===== config.mk =====
export PLATFORM = sky130hd
export DESIGN_NAME = line_buffer_ctrl
export DESIGN_NICKNAME = d
export VERILOG_FILES = /design/src/source/line_buffer_pkg.sv /design/src/source/line_buffer_ctrl.sv /design/src/source/row_sequencer.sv /design/src/source/column_counter.sv
export SDC_FILE = /design/constraint.sdc
export NUM_CORES = 1
export LEC_CHECK = 0
export ABC_AREA = 0
export BUFFER_PORTS_ARGS = -buffer_cell sky130_fd_sc_hd__buf_2
export CORE_MARGIN = 4
export CORE_UTILIZATION = 40
export DETAILED_ROUTE_END_ITERATION = 10
export GPL_TIMING_DRIVEN = 0
export MAX_ROUTING_LAYER = met4
export PLACE_DENSITY = 0.76
export SLEW_MARGIN = 10
export SYNTH_ARGS = -nofsm -noshare
export SYNTH_HDL_FRONTEND = slang
export SYNTH_SLANG_ARGS = --single-unit

===== constraint.sdc =====
create_clock -name clk -period 1.8 [get_ports clk]
set_input_delay 0 -clock clk [delete_from_list [all_inputs] [get_ports clk]]
set_output_delay 0 -clock clk [all_outputs]
set_load 0.05 [all_outputs]

===== src/source/line_buffer_pkg.sv =====
`default_nettype none

package line_buffer_pkg;

    // Row machine state encoding
    localparam int STATE_W = 4;

    localparam logic [STATE_W-1:0] ST_RESET        = 4'd0;
    localparam logic [STATE_W-1:0] ST_IDLE         = 4'd1;

    // First row fills the line buffer only
    localparam logic [STATE_W-1:0] ST_FIRST_WAIT   = 4'd2;
    localparam logic [STATE_W-1:0] ST_FIRST_STREAM = 4'd3;

    // Mid row with leading pad then stream
    localparam logic [STATE_W-1:0] ST_MID_PAD      = 4'd4;
    localparam logic [STATE_W-1:0] ST_MID_WAIT     = 4'd5;
    localparam logic [STATE_W-1:0] ST_MID_STREAM   = 4'd6;

    // Shared by mid and last rows
    localparam logic [STATE_W-1:0] ST_FINISH       = 4'd7;

    // Last row reads the buffer only
    localparam logic [STATE_W-1:0] ST_LAST_PAD     = 4'd8;
    localparam logic [STATE_W-1:0] ST_LAST_STREAM  = 4'd9;

    // Column counter width unless overridden at the top
    localparam int DEFAULT_COL_W = 8;

    // First column holding a complete 3x3 window
    localparam int VALID_START_COL = 2;

endpackage

`default_nettype wire

===== src/source/line_buffer_ctrl.sv =====
`timescale 1ns/10ps
`default_nettype none

module line_buffer_ctrl import line_buffer_pkg::*; #(
    parameter int COL_W = DEFAULT_COL_W
) (
    input  wire              clk,
    input  wire              reset,
    input  wire              first_row,
    input  wire              mid_row,
    input  wire              last_row,
    input  wire              last_channel,
    input  wire [COL_W-1:0]  image_size,
    input  wire              s_axis_tvalid,
    input  wire              m_axis_tready,
    output logic             s_axis_tready,
    output logic             bram_enable,
    output logic             bram_write,
    output logic [COL_W-1:0] bram_addr,
    output logic             window_shift,
    output logic             sel_row_n2,
    output logic             sel_row_n1,
    output logic             sel_row_n,
    output logic             output_valid,
    output logic             done_row
);

    logic count_en;
    logic count_clear;
    logic row_end;
    logic window_full;

    row_sequencer row_sequencer_inst (
        .clk           (clk),
        .reset         (reset),
        .first_row     (first_row),
        .mid_row       (mid_row),
        .last_row      (last_row),
        .last_channel  (last_channel),
        .s_axis_tvalid (s_axis_tvalid),
        .m_axis_tready (m_axis_tready),
        .row_end       (row_end),
        .window_full   (window_full),
        .s_axis_tready (s_axis_tready),
        .bram_enable   (bram_enable),
        .bram_write    (bram_write),
        .window_shift  (window_shift),
        .sel_row_n2    (sel_row_n2),
        .sel_row_n1    (sel_row_n1),
        .sel_row_n     (sel_row_n),
        .output_valid  (output_valid),
        .done_row      (done_row),
        .count_en      (count_en),
        .count_clear   (count_clear)
    );

    // Column index drives the BRAM address directly
    column_counter #(
        .COL_W (COL_W)
    ) column_counter_inst (
        .clk         (clk),
        .reset       (reset),
        .count_en    (count_en),
        .count_clear (count_clear),
        .image_size  (image_size),
        .col         (bram_addr),
        .row_end     (row_end),
        .window_full (window_full)
    );

endmodule

`default_nettype wire


===== src/source/row_sequencer.sv =====
`timescale 1ns/10ps
`default_nettype none

module row_sequencer import line_buffer_pkg::*; (
    input  wire  clk,
    input  wire  reset,
    input  wire  first_row,
    input  wire  mid_row,
    input  wire  last_row,
    input  wire  last_channel,
    input  wire  s_axis_tvalid,
    input  wire  m_axis_tready,
    input  wire  row_end,
    input  wire  window_full,
    output logic s_axis_tready,
    output logic bram_enable,
    output logic bram_write,
    output logic window_shift,
    output logic sel_row_n2,
    output logic sel_row_n1,
    output logic sel_row_n,
    output logic output_valid,
    output logic done_row,
    output logic count_en,
    output logic count_clear
);

    logic [STATE_W-1:0] state;
    logic [STATE_W-1:0] next_state;
    logic               lc_mode;
    logic               down_ready;
    logic               stream_adv;

    // In last-channel mode every column waits on the consumer
    assign down_ready = !lc_mode || m_axis_tready;
    assign stream_adv = s_axis_tvalid && down_ready;

    always_ff @(posedge clk) begin
        if (reset) begin
            state <= ST_RESET;
        end else begin
            state <= next_state;
        end
    end

    // Sticky until reset
    always_ff @(posedge clk) begin
        if (reset) begin
            lc_mode <= 1'b0;
        end else if (state == ST_IDLE && !first_row && !mid_row && !last_row && last_channel) begin
            lc_mode <= 1'b1;
        end
    end

    always_comb begin
        next_state = state;
        case (state)
            ST_RESET: next_state = ST_IDLE;
            ST_IDLE: begin
                if (first_row) begin
                    next_state = ST_FIRST_WAIT;
                end else if (mid_row) begin
                    next_state = ST_MID_PAD;
                end else if (last_row) begin
                    next_state = ST_LAST_PAD;
                end
            end
            ST_FIRST_WAIT: begin
                if (stream_adv) begin
                    next_state = ST_FIRST_STREAM;
                end
            end
            ST_FIRST_STREAM: begin
                if (row_end) begin
                    next_state = ST_IDLE;
                end else if (!stream_adv) begin
                    next_state = ST_FIRST_WAIT;
                end
            end
            ST_MID_PAD: begin
                if (down_ready) begin
                    next_state = ST_MID_WAIT;
                end
            end
            ST_MID_WAIT: begin
                if (stream_adv) begin
                    next_state = ST_MID_STREAM;
                end
            end
            ST_MID_STREAM: begin
                if (row_end) begin
                    if (down_ready) begin
                        next_state = ST_FINISH;
                    end
                end else if (!stream_adv) begin
                    next_state = ST_MID_WAIT;
                end
            end
            ST_FINISH: next_state = ST_IDLE;
            ST_LAST_PAD: begin
                if (down_ready) begin
                    next_state = ST_LAST_STREAM;
                end
            end
            // Also the last-row stall while down_ready is low
            ST_LAST_STREAM: begin
                if (row_end && down_ready) begin
                    next_state = ST_FINISH;
                end
            end
            default: next_state = ST_RESET;
        endcase
    end

    always_comb begin
        s_axis_tready = 1'b0;
        bram_enable   = (state != ST_RESET);
        bram_write    = 1'b0;
        window_shift  = 1'b0;
        sel_row_n2    = 1'b0;
        sel_row_n1    = 1'b0;
        sel_row_n     = 1'b0;
        output_valid  = 1'b0;
        done_row      = 1'b0;
        count_en      = 1'b0;
        count_clear   = 1'b0;

        case (state)
            ST_IDLE: count_clear = 1'b1;
            ST_FIRST_WAIT, ST_FIRST_STREAM: begin
                if (state == ST_FIRST_STREAM && row_end) begin
                    done_row    = 1'b1;
                    count_clear = 1'b1;
                end else begin
                    sel_row_n     = 1'b1;
                    s_axis_tready = down_ready;
                    bram_write    = stream_adv;
                    window_shift  = stream_adv;
                    count_en      = stream_adv;
                end
            end
            ST_MID_PAD, ST_LAST_PAD: window_shift = down_ready;
            ST_MID_WAIT, ST_MID_STREAM: begin
                if (state == ST_MID_STREAM && row_end) begin
                    // Trailing pad shift
                    window_shift = down_ready;
                    output_valid = down_ready;
                    count_clear  = down_ready;
                end else begin
                    sel_row_n2    = 1'b1;
                    sel_row_n1    = 1'b1;
                    sel_row_n     = 1'b1;
                    s_axis_tready = down_ready;
                    bram_write    = stream_adv;
                    window_shift  = stream_adv;
                    count_en      = stream_adv;
                    output_valid  = stream_adv && window_full;
                end
            end
            ST_LAST_STREAM: begin
                window_shift = down_ready;
                if (row_end) begin
                    output_valid = down_ready;
                    count_clear  = down_ready;
                end else begin
                    sel_row_n2   = 1'b1;
                    sel_row_n1   = 1'b1;
                    count_en     = down_ready;
                    output_valid = down_ready && window_full;
                end
            end
            ST_FINISH: begin
                done_row     = 1'b1;
                output_valid = 1'b1;
            end
            default: begin
                bram_enable = 1'b0;
            end
        endcase
    end

endmodule

`default_nettype wire


===== src/source/column_counter.sv =====
`timescale 1ns/10ps
`default_nettype none

module column_counter import line_buffer_pkg::*; #(
    parameter int COL_W = DEFAULT_COL_W
) (
    input  wire              clk,
    input  wire              reset,
    input  wire              count_en,
    input  wire              count_clear,
    input  wire [COL_W-1:0]  image_size,
    output logic [COL_W-1:0] col,
    output logic             row_end,
    output logic             window_full
);

    localparam logic [COL_W-1:0] VALID_COL = COL_W'(VALID_START_COL);

    // Column index that doubles as the BRAM address
    always_ff @(posedge clk) begin
        if (reset) begin
            col <= '0;
        end else if (count_clear) begin
            col <= '0;
        end else if (count_en) begin
            col <= col + 1'b1;
        end
    end

    // All image_size columns consumed
    always_comb begin
        row_end = (col == image_size);
    end

    // Two columns already in the window
    always_comb begin
        window_full = (col >= VALID_COL);
    end

endmodule

`default_nettype wire


==> qor.txt <==
OUTCOME
--------------------------------------------------------------------------------
Run status                                                          finished with violations
Violations in the final reports                                     negative setup slack

YOSYS
--------------------------------------------------------------------------------
Number of warnings issued by yosys                                             0
Average size of a mapped cell                                          7.48 um^2
Synthesized net count                                                        186
Count of cell types in the netlist                                            51
Cell area after technology mapping                                     1260 um^2
Sequential fraction of the synthesis area                                  0.207
Number of enable-type register cells in the synthesized netlist                0
Yosys reg bits                                                                13
Number of cells produced by synthesis                                        168
FFs w/ async S/R, synth                                                        0
Most instantiated flip-flop cell in the synthesis netlist           sky130_fd_sc_hd__dfxtp_1

SETUP PATH
--------------------------------------------------------------------------------
Worst setup startpoint                                              column_counter_inst.col[1]
Worst EP required                                                        2030 ps
Arrival time at the worst endpoint                                       2290 ps
End of the worst register-to-register path                          column_counter_inst.col[7]
Critical Path Fanout Max                                                       6
Setup slack of the most critical reg-to-reg path                         -270 ps
Capturing element type of the critical path                            flip-flop
Path type of the worst setup path                                   flip-flop to flip-flop
Origin of the critical flop-to-flop path                            column_counter_inst.col[1]
Launching element type of the critical path                            flip-flop
Count of cells along the worst register-to-register path                       8

LAYOUT
--------------------------------------------------------------------------------
Area added between synthesis and finish                                    74.0%
Finished Layout Cells                                                        276
Fill count                                                                   207
Nets                                                                         251
Most common cell after layout, fill and taps aside                  sky130_fd_sc_hd__buf_2
Most frequent cells in the layout                                   sky130_fd_sc_hd__buf_2 (28), sky130_fd_sc_hd__buf_4 (25), sky130_fd_sc_hd__buf_6 (11), sky130_fd_sc_hd__nor2_1 (11)
Fraction of final layout cells with drive strength greater than 1          0.621
Total inserted antenna cells                                                   0

CTS
--------------------------------------------------------------------------------
H-Tree Depth                                                                   1
Max Buffers Root-to-Sink                                                       2
Clock transition at path regs                                             110 ps
Clock Tree Root                                                     sky130_fd_sc_hd__clkbuf_4
Insertion delay to the later sink of the worst-skew pair                  290 ps
TritonCTS clock tree                                                         yes
Clock buffers created by TritonCTS                                             3
Num Clock Sinks                                                               13

STA
--------------------------------------------------------------------------------
Worst Setup Slack, final                                                 -267 ps
F_max                                                                    484 MHz
Final setup skew                                                         21.8 ps
Shortest period the worst path allows                                    2070 ps
Endpoints failing setup                                                       17
Max-Slew Margin vs Limit                                                   0.743
Worst-margin pin slew                                                     382 ps
RSZ-0062 raised after global routing                                        true
Worst hold slack                                                          121 ps
Slew Viols, Final                                                              0
Fraction of the cycle the final worst path needs                            1.15
Final hold vios                                                                0

ROUTING
--------------------------------------------------------------------------------
Routed length per instance                                               17.7 um
Via count of the routed design                                              1639
Drt first-iter violations                                                    225
First-pass DRT Iterations                                                      5
Routed Antenna Nets                                                            0
Final wirelength                                                         4.87 mm
Number of remaining DRC errors                                                 0
Detailed-route vias per instance                                            5.94

PWR
--------------------------------------------------------------------------------
Clock share of power                                                       0.084
Combinational group share of total power                                   0.760
Power density cells                                                 1070 nW/um^2
Worst vdd rail ir drop                                                0.000586 V
Post-layout total power                                                  2.33 mW
Static leakage power                                                    0.872 nW
Proportion of total power due to net switching                             0.497
Switching power summed over all nets                                     1.16 mW
Internal Pwr Total                                                       1.17 mW
Part of the power in registers                                             0.155

MIN PATH
--------------------------------------------------------------------------------
Hold Path Depth                                                                3
Worst min-delay path class                                          primary input to flip-flop
Hold_sp                                                                first_row
Destination of the worst hold path                                  row_sequencer_inst.state[1]

FLOORPLAN
--------------------------------------------------------------------------------
Core Footprint                                                         3030 um^2
Std cell rows                                                                 20
Die Wd                                                                   64.0 um
Initial cell density of the core                                           0.415
Die area                                                               4100 um^2
I/O pin cnt                                                                   33
Die Span Y                                                               64.0 um

FLOW RUN
--------------------------------------------------------------------------------
Max Cap Viol                                                                   0

GLOBAL ROUTE
--------------------------------------------------------------------------------
Number of global-route vias before repair                                   1499
Antenna violations before repair                                               0
Largest net degree at the start of global routing                             11
GRT Util Overall                                                           0.224
Remaining global-route overflow                                                0
Global-route wire length before repair                                   7.15 mm

PLACE
--------------------------------------------------------------------------------
Placer Congestion                                                          0.894
Number of cells in the design after placement                                244
Worst slack, placed                                                      -345 ps
PortBufs                                                                      32
Post-DP HPWL                                                             2.71 mm

-- synthesized netlist by cell type, types with 3 or more instances --
| library cell | instances | area, um^2 |
|---|---|---|
| sky130_fd_sc_hd__a21oi_1 | 14 | 70.1 |
| sky130_fd_sc_hd__buf_2 | 8 | 40.0 |
| sky130_fd_sc_hd__dfxtp_1 | 13 | 260 |
| sky130_fd_sc_hd__inv_1 | 6 | 22.5 |
| sky130_fd_sc_hd__nand2_1 | 9 | 33.8 |
| sky130_fd_sc_hd__nand2b_1 | 5 | 31.3 |
| sky130_fd_sc_hd__nand3_1 | 5 | 25.0 |
| sky130_fd_sc_hd__nand4_1 | 5 | 31.3 |
| sky130_fd_sc_hd__nor2_1 | 12 | 45.0 |
| sky130_fd_sc_hd__nor3_1 | 4 | 20.0 |
| sky130_fd_sc_hd__nor4bb_1 | 4 | 40.0 |
| sky130_fd_sc_hd__o211ai_1 | 3 | 22.5 |
| sky130_fd_sc_hd__o21ai_0 | 16 | 80.1 |
| sky130_fd_sc_hd__o31ai_1 | 4 | 30.0 |
| sky130_fd_sc_hd__or3_1 | 5 | 31.3 |
| sky130_fd_sc_hd__or4_1 | 5 | 37.5 |
| sky130_fd_sc_hd__xnor2_1 | 8 | 70.1 |
-- power groups by stage --
stage | clock (mW) | sequential [mW] | combinational [mW]
4_1_cts | 0.195 | 0.345 | 1.57
6_report | 0.196 | 0.362 | 1.77
3_5_place_dp | 0 | 0.354 | 1.25
5_1_grt | 0.221 | 0.364 | 1.87
2_1_floorplan | 0 | 0.374 | 0.987
3_3_place_gp | 0 | 0.354 | 1.25
-- final cells by class --
type | count | area [um^2] | share of cell area
Clock buffer | 3 | 22.5 | 0.0103
Inverter | 6 | 25.0 | 0.0114
Clock inverter | 1 | 5.00 | 0.00229
Buffer | 11 | 103 | 0.0469
Multi-Input combinational cell | 137 | 1230 | 0.565
Sequential cell | 13 | 294 | 0.135
Timing Repair Buffer | 61 | 447 | 0.204
Tap cell | 44 | 55.1 | 0.0252
-- registers in the layout, summed over array words and instances, names as in the netlist --
name / flops
row_sequencer_inst.lc_mode: 1
row_sequencer_inst.state: 4
column_counter_inst.col: 8
-- worst max-delay path: stages (launching register included) --
cell                      delay (ps)
sky130_fd_sc_hd__dfxtp_4         390
sky130_fd_sc_hd__xnor2_2         140
sky130_fd_sc_hd__nand4_1         200
sky130_fd_sc_hd__buf_4           180
sky130_fd_sc_hd__nor3_2           40
sky130_fd_sc_hd__o221a_2         320
sky130_fd_sc_hd__buf_6           150
sky130_fd_sc_hd__or4_4           410
sky130_fd_sc_hd__a21oi_2         160
-- per-stage QoR --
step	TNS [ps]	cell area, um^2	util
after detailed placement	-3160	1620	0.536
after global routing	-3400	2190	0.722
after global placement	-3310	1620	0.536
after floorplan	-962	1410	-
after CTS	-1130	2020	0.668
final	-2160	2190	0.722
-- how the worst max path moves through the flow --
stage / cells past startpoint / endpoint
finish: 8 / column_counter_inst.col[7]
global route: 8 / column_counter_inst.col[7]
CTS: 8 / output_valid
detailed placement: 7 / row_sequencer_inst.state[3]
global placement: 7 / row_sequencer_inst.state[3]
floorplan: 7 / row_sequencer_inst.state[3]
-- repair_timing --
| action | 4_1_cts | 5_1_grt |
|---|---|---|
| hold buffers | 2 | 0 |
| buffers inserted | 20 | 5 |
| gates resized for setup | 58 | 29 |
| pin swaps | 23 | 19 |
| endpoints found under the setup margin | 19 | 19 |
| endpoints found under the hold margin | 4 | 0 |
| cloned | 1 | 2 |
-- cells by family after synthesis --
family | share of synthesized area
mux | 0.0159
fa+ha+maj | 0.0199
simple gates | 0.312
flops | 0.207
xor+xnor | 0.0687
compound gates | 0.306
buf+inv | 0.0707
-- routing by layer --
layer	vias up	GRT usage	part of all wire
li1	773	-	-
met1	789	0.271	0.41
met2	67	0.378	0.52
met3	10	0.0369	0.057
met4	0	0.0755	0.014
met5	-	-	0
Note: power is estimated with default switching activity, not from simulation.
